$ cat src/exe_unit_defs.svh
`ifndef EXE_UNIT_DEFS_SVH
`define EXE_UNIT_DEFS_SVH

// datapath widths
`define XLEN            32
`define SHAMT_W         5

// register map, word offsets on adr[4:2]
`define REG_RS1         3'd0
`define REG_RS2         3'd1
`define REG_IMM         3'd2
`define REG_PC          3'd3
`define REG_CTRL        3'd4
`define REG_RESULT      3'd5
`define REG_BRANCH      3'd6
`define REG_FLAGS       3'd7

// alu op codes on ctrl[3:0]
`define OP_ADD          4'd0
`define OP_AND          4'd1
`define OP_OR           4'd2
`define OP_XOR          4'd3
`define OP_SLL          4'd4
`define OP_SRL          4'd5
`define OP_SRA          4'd6
`define OP_SLT          4'd7
`define OP_SLTU         4'd8

// control word layout
`define CTRL_SUB_BIT    4
`define CTRL_SRC_BIT    5

`endif
$ cat src/exe_unit_pkg.sv
`default_nettype none
`include "exe_unit_defs.svh"

package exe_unit_pkg;

    typedef logic [`XLEN-1:0]       word_t;
    typedef logic [`SHAMT_W-1:0]    shamt_t;

    // subtract on the top bit, op code below it
    typedef logic [`CTRL_SUB_BIT:0] alu_ctrl_t;

    typedef logic [2:0]             reg_addr_t;

    typedef struct packed {
        logic n;
        logic z;
        logic c;
        logic v;
    } flags_t;

    typedef struct packed {
        logic       cyc;
        logic       stb;
        logic       we;
        reg_addr_t  adr;
        word_t      dat;
    } wb_req_t;

    // operands and control as seen by the execute datapath
    typedef struct packed {
        word_t      rs1;
        word_t      rs2;
        word_t      imm;
        word_t      pc;
        logic       alu_src;
        alu_ctrl_t  alu_ctrl;
    } exe_op_t;

    typedef struct packed {
        word_t      result;
        word_t      branch;
        flags_t     flags;
    } exe_res_t;

    typedef enum logic {
        ST_IDLE = 1'b0,
        ST_ACK  = 1'b1
    } bus_state_t;

endpackage

`default_nettype wire

$ cat src/exe_unit.sv
`timescale 1ns/100ps
`default_nettype none

module exe_unit import exe_unit_pkg::*; (
    input  wire logic       i_clk,
    input  wire logic       i_rst,
    input  wire logic       i_wb_cyc,
    input  wire logic       i_wb_stb,
    input  wire logic       i_wb_we,
    input  wire reg_addr_t  i_wb_adr,
    input  wire word_t      i_wb_dat,
    output word_t           o_wb_dat,
    output logic            o_wb_ack
);
    wb_req_t    wb_req;
    exe_op_t    exe_op;
    exe_res_t   exe_res;

    assign wb_req = '{cyc: i_wb_cyc, stb: i_wb_stb, we: i_wb_we,
                      adr: i_wb_adr, dat: i_wb_dat};

    exe_wb_ctrl ctrl_inst (
        .i_clk      (i_clk),
        .i_rst      (i_rst),
        .i_req      (wb_req),
        .o_ack      (o_wb_ack),
        .o_rdata    (o_wb_dat),
        .o_op       (exe_op),
        .i_res      (exe_res)
    );

    // purely combinational, results return in the same cycle
    exe_datapath datapath_inst (
        .i_op       (exe_op),
        .o_res      (exe_res)
    );

endmodule

`default_nettype wire

$ cat src/exe_wb_ctrl.sv
`timescale 1ns/100ps
`default_nettype none
`include "exe_unit_defs.svh"

module exe_wb_ctrl import exe_unit_pkg::*; (
    input  wire logic       i_clk,
    input  wire logic       i_rst,
    input  wire wb_req_t    i_req,
    output logic            o_ack,
    output word_t           o_rdata,
    output exe_op_t         o_op,
    input  wire exe_res_t   i_res
);
    bus_state_t state;
    word_t      rs1_q;
    word_t      rs2_q;
    word_t      imm_q;
    word_t      pc_q;
    logic       alu_src_q;
    alu_ctrl_t  alu_ctrl_q;
    word_t      result_q;
    word_t      branch_q;
    flags_t     flags_q;
    logic       ctrl_wr_q;
    logic       req_seen;
    word_t      rd_mux;

    assign req_seen = (state == ST_IDLE) && i_req.cyc && i_req.stb;

    always_comb begin
        rd_mux = '0;
        case (i_req.adr)
            `REG_RS1:    rd_mux = rs1_q;
            `REG_RS2:    rd_mux = rs2_q;
            `REG_IMM:    rd_mux = imm_q;
            `REG_PC:     rd_mux = pc_q;
            `REG_CTRL: begin
                rd_mux[`CTRL_SRC_BIT]    = alu_src_q;
                rd_mux[`CTRL_SUB_BIT:0]  = alu_ctrl_q;
            end
            `REG_RESULT: rd_mux = result_q;
            `REG_BRANCH: rd_mux = branch_q;
            `REG_FLAGS:  rd_mux = {{(`XLEN-4){1'b0}}, flags_q};
            default:     rd_mux = '0;
        endcase
    end

    always_ff @(posedge i_clk) begin
        if (i_rst) begin
            state      <= ST_IDLE;
            rs1_q      <= '0;
            rs2_q      <= '0;
            imm_q      <= '0;
            pc_q       <= '0;
            alu_src_q  <= 1'b0;
            alu_ctrl_q <= '0;
            result_q   <= '0;
            branch_q   <= '0;
            flags_q    <= '0;
            ctrl_wr_q  <= 1'b0;
            o_rdata    <= '0;
        end else begin
            case (state)
                ST_IDLE: state <= req_seen ? ST_ACK : ST_IDLE;
                default: state <= ST_IDLE;
            endcase

            // read data is sampled here and held through the ack cycle
            if (req_seen) begin
                o_rdata <= rd_mux;
            end

            // result, branch and flags are read only
            if (req_seen && i_req.we) begin
                case (i_req.adr)
                    `REG_RS1: rs1_q <= i_req.dat;
                    `REG_RS2: rs2_q <= i_req.dat;
                    `REG_IMM: imm_q <= i_req.dat;
                    `REG_PC:  pc_q  <= i_req.dat;
                    `REG_CTRL: begin
                        alu_src_q  <= i_req.dat[`CTRL_SRC_BIT];
                        alu_ctrl_q <= i_req.dat[`CTRL_SUB_BIT:0];
                    end
                    default: ;
                endcase
            end

            ctrl_wr_q <= req_seen && i_req.we && (i_req.adr == `REG_CTRL);

            // datapath has settled on the new control during the ack cycle
            if (state == ST_ACK && ctrl_wr_q) begin
                result_q <= i_res.result;
                branch_q <= i_res.branch;
                flags_q  <= i_res.flags;
            end
        end
    end

    assign o_ack = (state == ST_ACK);

    assign o_op = '{rs1: rs1_q, rs2: rs2_q, imm: imm_q, pc: pc_q,
                    alu_src: alu_src_q, alu_ctrl: alu_ctrl_q};

    // single cycle ack pulse, so a held strobe is acked every other cycle
    assert property (@(posedge i_clk) disable iff (i_rst) o_ack |=> !o_ack)
        else $error("ack high two cycles running");

    // no ack unless the master requested one the cycle before
    assert property (@(posedge i_clk) disable iff (i_rst)
                     o_ack |-> $past(i_req.cyc && i_req.stb))
        else $error("ack without a preceding request");

endmodule

`default_nettype wire

$ cat src/exe_datapath.sv
`timescale 1ns/100ps
`default_nettype none
`include "exe_unit_defs.svh"

module exe_datapath import exe_unit_pkg::*; (
    input  wire exe_op_t    i_op,
    output exe_res_t        o_res
);
    word_t  alu_b;
    word_t  imm_x2;
    word_t  alu_result;
    flags_t alu_flags;
    word_t  branch;

    // immediate replaces rs2 for I-type ops
    assign alu_b  = i_op.alu_src ? i_op.imm : i_op.rs2;
    assign imm_x2 = {i_op.imm[`XLEN-2:0], 1'b0};

    alu alu_inst (
        .i_a        (i_op.rs1),
        .i_b        (alu_b),
        .i_ctrl     (i_op.alu_ctrl),
        .o_result   (alu_result),
        .o_flags    (alu_flags)
    );

    // branch target adder, flags not needed here
    prefix_adder #(
        .WIDTH      (`XLEN)
    ) branch_adder_inst (
        .i_a        (i_op.pc),
        .i_b        (imm_x2),
        .i_cin      (1'b0),
        .o_sum      (branch),
        .o_flags    ()
    );

    assign o_res = '{result: alu_result, branch: branch, flags: alu_flags};

endmodule

`default_nettype wire

$ cat src/alu.sv
`timescale 1ns/100ps
`default_nettype none
`include "exe_unit_defs.svh"

module alu import exe_unit_pkg::*; (
    input  wire word_t      i_a,
    input  wire word_t      i_b,
    input  wire alu_ctrl_t  i_ctrl,
    output word_t           o_result,
    output flags_t          o_flags
);
    logic [`CTRL_SUB_BIT-1:0]   op;
    logic                       sub;
    word_t                      b_eff;
    word_t                      sum;
    word_t                      shifted;
    flags_t                     flags;

    assign op = i_ctrl[`CTRL_SUB_BIT-1:0];

    // compares always subtract, regardless of the sub bit
    assign sub   = i_ctrl[`CTRL_SUB_BIT] | (op == `OP_SLT) | (op == `OP_SLTU);
    assign b_eff = sub ? ~i_b : i_b;

    prefix_adder #(
        .WIDTH      (`XLEN)
    ) adder_inst (
        .i_a        (i_a),
        .i_b        (b_eff),
        .i_cin      (sub),
        .o_sum      (sum),
        .o_flags    (flags)
    );

    barrel_shifter shifter_inst (
        .i_data     (i_a),
        .i_shamt    (i_b[`SHAMT_W-1:0]),
        .i_left     (op == `OP_SLL),
        .i_arith    (op == `OP_SRA),
        .o_data     (shifted)
    );

    always_comb begin
        case (op)
            `OP_ADD:  o_result = sum;
            `OP_AND:  o_result = i_a & i_b;
            `OP_OR:   o_result = i_a | i_b;
            `OP_XOR:  o_result = i_a ^ i_b;
            `OP_SLL,
            `OP_SRL,
            `OP_SRA:  o_result = shifted;
            `OP_SLT:  o_result = {{(`XLEN-1){1'b0}}, flags.n ^ flags.v};
            // borrow means a below b
            `OP_SLTU: o_result = {{(`XLEN-1){1'b0}}, ~flags.c};
            default:  o_result = '0;
        endcase
    end

    assign o_flags = flags;

endmodule

`default_nettype wire

$ cat src/barrel_shifter.sv
`timescale 1ns/100ps
`default_nettype none
`include "exe_unit_defs.svh"

module barrel_shifter import exe_unit_pkg::*; (
    input  wire word_t  i_data,
    input  wire shamt_t i_shamt,
    input  wire logic   i_left,
    input  wire logic   i_arith,
    output word_t       o_data
);
    wire [`XLEN-1:0]                rev_in;
    wire [`XLEN-1:0]                rev_out;
    wire [`SHAMT_W:0][`XLEN-1:0]    stage;
    logic                           fill;

    // left shifts run through the same right-shift chain bit reversed
    for (genvar i = 0; i < `XLEN; i++) begin : g_rev
        assign rev_in[i]  = i_data[`XLEN-1-i];
        assign rev_out[i] = stage[`SHAMT_W][`XLEN-1-i];
    end

    assign fill     = i_arith & ~i_left & i_data[`XLEN-1];
    assign stage[0] = i_left ? rev_in : i_data;

    for (genvar k = 0; k < `SHAMT_W; k++) begin : g_stage
        localparam int DIST = 1 << k;
        assign stage[k+1] = i_shamt[k] ? {{DIST{fill}}, stage[k][`XLEN-1:DIST]} : stage[k];
    end

    assign o_data = i_left ? rev_out : stage[`SHAMT_W];

endmodule

`default_nettype wire

$ cat src/prefix_adder.sv
`timescale 1ns/100ps
`default_nettype none
`include "exe_unit_defs.svh"

module prefix_adder import exe_unit_pkg::*; #(
    parameter int WIDTH = `XLEN
) (
    input  wire logic [WIDTH-1:0]   i_a,
    input  wire logic [WIDTH-1:0]   i_b,
    input  wire logic               i_cin,
    output logic [WIDTH-1:0]        o_sum,
    output flags_t                  o_flags
);
    localparam int STAGES = $clog2(WIDTH);

    wire [WIDTH-1:0]                prop;
    wire [STAGES:0][WIDTH-1:0]      g_lvl;
    // group propagate is not needed after the last stage
    wire [STAGES-1:0][WIDTH-1:0]    p_lvl;
    wire [WIDTH-1:0]                carry;

    assign prop     = i_a ^ i_b;
    assign p_lvl[0] = prop;

    // fold the carry-in into bit 0 so the tree yields true carries
    assign g_lvl[0] = (i_a & i_b) | {{(WIDTH-1){1'b0}}, prop[0] & i_cin};

    for (genvar s = 0; s < STAGES; s++) begin : g_stage
        localparam int DIST = 1 << s;
        for (genvar i = 0; i < WIDTH; i++) begin : g_bit
            if (i >= DIST) begin : g_comb
                assign g_lvl[s+1][i] = g_lvl[s][i] | (p_lvl[s][i] & g_lvl[s][i-DIST]);
                if (s + 1 < STAGES) begin : g_prop
                    assign p_lvl[s+1][i] = p_lvl[s][i] & p_lvl[s][i-DIST];
                end
            end else begin : g_pass
                assign g_lvl[s+1][i] = g_lvl[s][i];
                if (s + 1 < STAGES) begin : g_prop
                    assign p_lvl[s+1][i] = p_lvl[s][i];
                end
            end
        end
    end

    // carry out of each bit position
    assign carry = g_lvl[STAGES];

    assign o_sum = prop ^ {carry[WIDTH-2:0], i_cin};

    assign o_flags.n = o_sum[WIDTH-1];
    assign o_flags.z = ~|o_sum;
    assign o_flags.c = carry[WIDTH-1];
    // signed overflow when carry into and out of the msb differ
    assign o_flags.v = carry[WIDTH-1] ^ carry[WIDTH-2];

endmodule

`default_nettype wire

$ cat config.mk
export PLATFORM = sky130hd
export DESIGN_NAME = exe_unit
export DESIGN_NICKNAME = d
export VERILOG_FILES = /design/src/exe_unit_pkg.sv /design/src/exe_unit.sv /design/src/exe_wb_ctrl.sv /design/src/exe_datapath.sv /design/src/alu.sv /design/src/barrel_shifter.sv /design/src/prefix_adder.sv
export VERILOG_INCLUDE_DIRS = /design/src
export SDC_FILE = /design/constraint.sdc
export NUM_CORES = 1
export LEC_CHECK = 0
export ABC_AREA = 0
export BUFFER_PORTS_ARGS = -buffer_cell sky130_fd_sc_hd__buf_4
export CAP_MARGIN = 20
export CORE_ASPECT_RATIO = 0.7
export CORE_MARGIN = 4
export CORE_UTILIZATION = 40
export DETAILED_ROUTE_END_ITERATION = 16
export PLACE_DENSITY = 0.57
export SYNTH_ARGS = -nofsm -noshare
export SYNTH_HDL_FRONTEND = slang
export SYNTH_SLANG_ARGS = --single-unit
$ cat constraint.sdc
create_clock -name i_clk -period 6.02 [get_ports i_clk]
set_input_delay 0.301 -clock i_clk [delete_from_list [all_inputs] [get_ports i_clk]]
set_output_delay 0.301 -clock i_clk [all_outputs]
set_load 0.01 [all_outputs]
[Word-level counts from Yosys, hierarchy flattened]
Index checks and enable logic that the tools add are counted.
Word-level totals
  register bits: 236
  bits of input ports: 40
  logic and storage cells: 778
  output and inout bits: 33
Cells by class
  equal/unequal tests: 15
  bitwise logic cells: 719
  reduce and logical (&&, ||, !) cells: 16
  multiplexer cells: 13
Operators with widths (count)
  $and 1x1->1: 448
  $mux 32: 9
  $or 1x1->1: 255
  $pmux 32 s7: 1
  $xor 32x32->32: 5
  $pmux 26 s6: 1
  $and 32x32->32: 2
  $pmux 6 s8: 1
  $not 32->32: 1
  $or 32x1->32: 1
  $or 32x32->32: 1
  $reduce_or 32->1: 1
  $and 31x31->31: 1
  $eq 4x3->1 const B: 4
  $eq 3x3->1 const B: 4
  $reduce_and 2->1: 5
  $eq 4x2->1 const B: 2
  $eq 3x2->1 const B: 2
  $logic_and 1x1->1: 5
  $eq 4x1->1 const B: 1
  $eq 4x4->1 const B: 1
  $logic_not 4->1: 1
  $eq 3x1->1 const B: 1
  $logic_not 3->1: 1
  6 further kinds: 9

[Longest topological paths before layout]
  word-level depth: 20
  depth in mapped cells: 18
  mapped depth without buffers: 15

[By module]
A second synthesis with hierarchy kept.
Unflattened totals
  cells, all modules: 2629
  area total of the unflattened synthesis: 20910.1 um^2
By module, submodules not included
  exe_wb_ctrl: area an instance 9734.3 um^2, sequential area each 4724.5 um^2, times used 1, cells each 1178
  barrel_shifter: area an instance 3594.7 um^2, sequential area each 0.0 um^2, times used 1, cells each 461
  alu: area an instance 2826.5 um^2, sequential area each 0.0 um^2, times used 1, cells each 381
  prefix_adder at datapath_inst.alu_inst.adder_inst: area an instance 2108.3 um^2, sequential area each 0.0 um^2, times used 1, cells each 286
  prefix_adder at datapath_inst.branch_adder_inst: area an instance 2098.3 um^2, sequential area each 0.0 um^2, times used 1, cells each 286
  exe_datapath: area an instance 548.0 um^2, sequential area each 0.0 um^2, times used 1, cells each 37

[Worst setup path before layout]
Ideal clock, no wire load.
  path kind: flip-flop to flip-flop
  start: register ctrl_inst.alu_src_q
  end: register ctrl_inst.flags_q[2] (netlist name)
  required time: 5.962 ns
  slack: 1.481 ns
  buffers on the path: 3
  arrival: 4.482 ns
  library setup time: 0.058 ns
  cell stages (with the launch flop): 18
  clock period less this slack: 4.539 ns
  cells stage by stage: dfxtp_1 > buf_6 > buf_1 > clkbuf_1 > mux2i_1 > inv_1 > xnor2_1 > ha_1 > a21oi_1 > nor3_1 > or3b_2 > a21o_1 > o21ai_1 > a21oi_1 > or4_1 > a2111o_1 > nor4_1 > a21o_1
On the way
  cells in the longest elaborated chain, start to end: 17
  elaborated cells between the ends (all ways): 352
  those cells by class: mux: 2; bitwise: 348; reduce/logical: 2
RTL lines
  from (decl): RTL line exe_wb_ctrl.sv:19  | logic alu_src_q;
  from (signal assigned): RTL line exe_wb_ctrl.sv:81  | alu_src_q <= i_req.dat[`CTRL_SRC_BIT];
  $mux 32 *: RTL line exe_datapath.sv:16  | assign alu_b = i_op.alu_src ? i_op.imm : i_op.rs2;
  $not 32->32: RTL line alu.sv:23  | assign b_eff = sub ? ~i_b : i_b;
  $mux 32 *: RTL line alu.sv:23
  $xor 32x32->32 or $and 32x32->32 (tied branches): RTL line prefix_adder.sv:22, prefix_adder.sv:26
  $and 1x1->1 or $or 32x1->32 (tied branches): RTL line prefix_adder.sv:26  | assign g_lvl[0] = (i_a & i_b) | {{(WIDTH-1){1'b0}}, prop[0] & i_cin};
  $or 32x1->32 or $and 1x1->1 (tied branches): RTL line prefix_adder.sv:26, prefix_adder.sv:32
  $and 1x1->1 or $or 1x1->1 (tied branches): RTL line prefix_adder.sv:32  | assign g_lvl[s+1][i] = g_lvl[s][i] | (p_lvl[s][i] & g_lvl[s][i-DIST]);
  $or 1x1->1 or $and 1x1->1 (tied branches): RTL line prefix_adder.sv:32
  $and 1x1->1 or $or 1x1->1 (tied branches): RTL line prefix_adder.sv:32
  $or 1x1->1 or $and 1x1->1 (tied branches): RTL line prefix_adder.sv:32
  $and 1x1->1 or $or 1x1->1 (tied branches): RTL line prefix_adder.sv:32
  $or 1x1->1 or $and 1x1->1 (tied branches): RTL line prefix_adder.sv:32
  $and 1x1->1 or $or 1x1->1 (tied branches): RTL line prefix_adder.sv:32
  $or 1x1->1: RTL line prefix_adder.sv:32
  $xor 32x32->32 *: RTL line prefix_adder.sv:48  | assign o_sum = prop ^ {carry[WIDTH-2:0], i_cin};
  $reduce_or 32->1 *: RTL line prefix_adder.sv:51  | assign o_flags.z = ~|o_sum;
  $logic_not 1->1 *: RTL line prefix_adder.sv:51
  to (signal assigned): RTL line exe_wb_ctrl.sv:94  | flags_q <= i_res.flags;
  to (decl): RTL line exe_wb_ctrl.sv:23  | flags_t flags_q;
Mark *: on every way between the ends. The rest lies on a longest branch, timed or not.
A chain may end at the register's enable or synchronous reset.

[Worst setup path after layout]
  start: register ctrl_inst.alu_ctrl_q[3]
  end: register ctrl_inst.flags_q[0] (netlist name)
On the way
  cells in the longest elaborated chain, start to end: 18
  elaborated cells between the ends (all ways): 184
  those cells by class: eq/ne: 2; mux: 1; bitwise: 181
RTL lines
  from (decl): RTL line exe_wb_ctrl.sv:20  | alu_ctrl_t alu_ctrl_q;
  from (signal assigned): RTL line exe_wb_ctrl.sv:82  | alu_ctrl_q <= i_req.dat[`CTRL_SUB_BIT:0];
  $eq 4x3->1
  $or 1x1->1: RTL line alu.sv:22  | assign sub = i_ctrl[`CTRL_SUB_BIT] | (op == `OP_SLT) | (op == `OP_SLTU);
  $or 1x1->1 *: RTL line alu.sv:22
  $mux 32: RTL line alu.sv:23
  $xor 32x32->32: RTL line prefix_adder.sv:22  | assign prop = i_a ^ i_b;
  $and 1x1->1: RTL line prefix_adder.sv:26
  $or 32x1->32: RTL line prefix_adder.sv:26
  $and 1x1->1: RTL line prefix_adder.sv:32
  [... 2 more ...]
  $or 1x1->1: RTL line prefix_adder.sv:32
  $and 1x1->1: RTL line prefix_adder.sv:32
  $or 1x1->1: RTL line prefix_adder.sv:32
  $and 1x1->1: RTL line prefix_adder.sv:32
  $or 1x1->1: RTL line prefix_adder.sv:32
  $and 1x1->1: RTL line prefix_adder.sv:32
  $or 1x1->1: RTL line prefix_adder.sv:32
  $xor 1x1->1 *: RTL line prefix_adder.sv:54  | assign o_flags.v = carry[WIDTH-1] ^ carry[WIDTH-2];
Marks and branches as above.

==> results.cfg <==
[worst_setup_path]
setup.reg_to_reg.worst_slack_ns = 0.68
path_max_fanout = 18
worst_setup_path_end_kind = flip-flop
cp_required_ns = 6.47
critPathArrivalTime_ns = 5.79
timing_worst_setup_path_type = reg -> reg
timing.critical_path.from_type = flip-flop

[cts]
clock_sink_count = 236
tritoncts = done
post_cts_buffers = 0
cts_inserted_buffers = 25
cts.htree.levels = 1
clk_path_buf_depth = 3
post_cts.resized_instances = 0
insertion_delay_ns = 0.56
path_clk_slew_ns = 0.07
buffer_cell_driving_the_clock_tree_root = clkbuf_16
cts.hold.buffers_added = 0

[synth]
synthCells = 2318
synth.top_cells.by_area = dfxtp_1 27%, nand2_1 9.1%, ha_1 8.8%
avg_inst_size_synth_um2 = 7.68
synth-main-ff-cell = dfxtp_1
synth-seq-cells = 236
main_combinational_cell_family_by_area_after_synthesis = compound AO/OA/AOI/OAI gates
async_reset_ff_frac = 0
arithmetic_cell_share_of_the_synthesized_area_counting_full_adders_half_adders_and_majority_gates = 0.0900
synth_enable_flop_cells = 0
synth_area_leader_cell = dfxtp_1
ys_seq_area_frac = 0.265
synthMostInstantiatedCell = nand2_1
syn-num-nets = 2485
synthesis.yosys.warnings = 0
synth.top_cells.by_count = 431 x nand2_1, 309 x a21oi_1, 236 x dfxtp_1
synth_simple_gate_area_frac = 0.179
yosys-mux-area-fraction = 0.106
synth_compound_area_frac = 0.273
syn-cell-area_mm2 = 0.0178
post_synth_num_cell_types = 87
synth.top_cell.area_share = 0.265
share_of_the_synthesized_netlist_area_taken_by_xor_and_xnor_gates = 0.0349

[power_and_ir_drop]
power_per_cell_area_mw_per_mm2 = 181
total_leakage_power_nw = 7.58
max-vdd-ir-drop_uv = 229

[floorplanning]
floorplan.initialDensity = 0.406
floorplan.die.height_um = 185
chipWidth_um = 260
dieArea_mm2 = 0.0480
coreArea_mm2 = 0.0439
floorplan.io_pins = 73
fp-row-count = 64

[timing]
setup_viol = 0
tightest_slew_ns = 1.09
max_freq_mhz = 187
slew_headroom = 0.274
drv_slew = 0
holdWs_ns = 0.0221
timing.clock.skew_ns = 0.0233
rsz0062_at_grt = no
finalWorstSetupSlack_ns = 0.680
finalWorstPathRequiredPeriod_ns = 5.34
tns_ns = 0
final_hold_viol_count = 0
final.period_utilization = 0.887

[final_layout]
area.growth.synth_to_final_pct = 11.3
fin_nets = 2470
multiInputGateArea_mm2 = 0.0123
fraction_of_layout_instances_using_a_drive_strength_above_1 = 0.105
finish.utilization = 0.452
layout.area.seq_mm2 = 0.00473
number_of_diodes_added_for_antenna_fixing = 0
num-fill-cells = 4478
final_cell_count_no_fill = 2913

[placement]
placement.setup.worst_slack_ns = 0.880
place.detailed.hpwl_um = 55800
dpl.cell_count = 2870
place_congestion = 1.05
portBuffers = 72

[grt]
maximum_number_of_pins_on_one_net_before_global_route_repair = 176
grt_antenna_before_repair = 3
grtUsageTotal = 0.311
grt_pass1_vias = 17617
grt_first_pass_wirelength_um = 114000
grt.overflow.total = 0

[status]
run_status = finished, final reports clean

[drt]
post-route-drc-count = 0
routed_wirelength_um = 76700
pre_antenna_drt_iters = 6
vias_per_cell = 6.36
drt_iter0_markers = 2369
antenna_violating_nets_post_route = 0
wire_per_inst_um = 26.3
num_vias = 18531

[flow_run]
maxCapViolCount = 0

[min_path]
holdCritPathClass = in -> reg
sequential cells by signal (all words and copies together) (netlist names):
name                  flops
ctrl_inst.alu_ctrl_q      5
ctrl_inst.alu_src_q       1
ctrl_inst.branch_q       32
ctrl_inst.ctrl_wr_q       1
ctrl_inst.flags_q         4
ctrl_inst.imm_q          32
ctrl_inst.o_ack           1
ctrl_inst.o_rdata        32
ctrl_inst.pc_q           32
ctrl_inst.result_q       32
ctrl_inst.rs1_q          32
ctrl_inst.rs2_q          32
where the power goes:
part	internal, mW	switching (mW)
Sequential	1.57	0.0141
Clock	1.06	0.708
Combinational	0.0733	0.176
worst paths after layout:
kind / start / endpoint / cells past startpoint
worst max register to register: ctrl_inst.alu_ctrl_q[3] / ctrl_inst.flags_q[0] / 16
worst min-delay path: i_wb_dat[18] / ctrl_inst.pc_q[18] / 3
worst max-delay path: ctrl_inst.alu_ctrl_q[3] / ctrl_inst.flags_q[0] / 16
worst min register to register: ctrl_inst.branch_q[16] / ctrl_inst.branch_q[16] / 2
cell usage in the layout, fill, tap and decap left out, drive strengths merged, types with 6 or more instances in the layout:
cell type / Yosys / routed
nand2: 431 / 431
nor3: 36 / 36
nand2b: 13 / 13
buf: 27 / 113
a2111oi: 7 / 7
a21o: 34 / 34
nor2b: 8 / 8
inv: 81 / 83
mux2i: 98 / 98
o221ai: 8 / 8
o2111ai: 6 / 6
a211oi: 42 / 42
dfxtp: 236 / 236
mux2: 9 / 9
xor2: 16 / 16
nand3: 25 / 25
clkbuf: 128 / 30
bufinv: 0 / 6
a22oi: 89 / 89
nor4: 7 / 7
o21ai: 86 / 86
and2: 11 / 11
and3: 18 / 18
a211o: 10 / 10
nand4: 7 / 7
nor2: 154 / 154
or3: 9 / 9
xnor2: 55 / 55
a221oi: 28 / 28
a21oi: 309 / 309
o31ai: 7 / 7
a22o: 12 / 12
a31oi: 39 / 39
ha: 125 / 125
o21a: 10 / 10
o211ai: 27 / 27
mux4: 35 / 35
cells by family (layout without fill, tap and decap cells):
family                     after synthesis  after routing
adders and majority gates              127            127
AOI/OAI and AO/OA                      760            760
DFF                                    236            236
and+or+nand+nor                        745            745
buffers and inverters                  237            238
muxes                                  142            142
xor gates and xnor gates                71             71
cell type report:
| cell class | count | share of cell area |
|---|---|---|
| Multi-Input combinational cell | 1845 | 0.619 |
| Sequential cell | 236 | 0.238 |
| Timing Repair Buffer | 113 | 0.0436 |
| Tap cell | 594 | 0.0375 |
| Clock buffer | 30 | 0.0340 |
| Inverter | 82 | 0.0156 |
| Clock inverter | 13 | 0.0119 |
worst max-delay path, stage by stage, from the launching register on:
cell      delay [ns]
dfxtp_1         0.66
nor4b_2         0.52
nor3_2          0.08
buf_4           0.23
buf_4           0.26
xnor2_1         0.17
ha_1            0.39
nand2_1         0.11
o21ai_0         0.47
nor3_1          0.14
a211oi_1        0.64
o21ai_0         0.29
o21ai_0         0.35
a21o_1          0.31
a21oi_1         0.18
xnor2_1         0.18
a211oi_1        0.26
metal layers:
metal | vias to the layer above | wire, um | global-route usage
met1 | 8917 | 33000 | 0.438
met4 | 4 | 3110 | 0.112
met5 | - | 25 | 0
met2 | 1041 | 31800 | 0.457
li1 | 8401 | - | -
met3 | 168 | 8810 | 0.0836
stage by stage:
stage | total power, mW | area (um^2)
floorplan | 1.75 | 17800
global placement | 1.86 | 18900
detailed placement | 1.86 | 18900
CTS | 3.61 | 19800
global route | 3.69 | 19800
finish | 3.60 | 19800
Note: power is estimated with default switching activity, not from simulation.
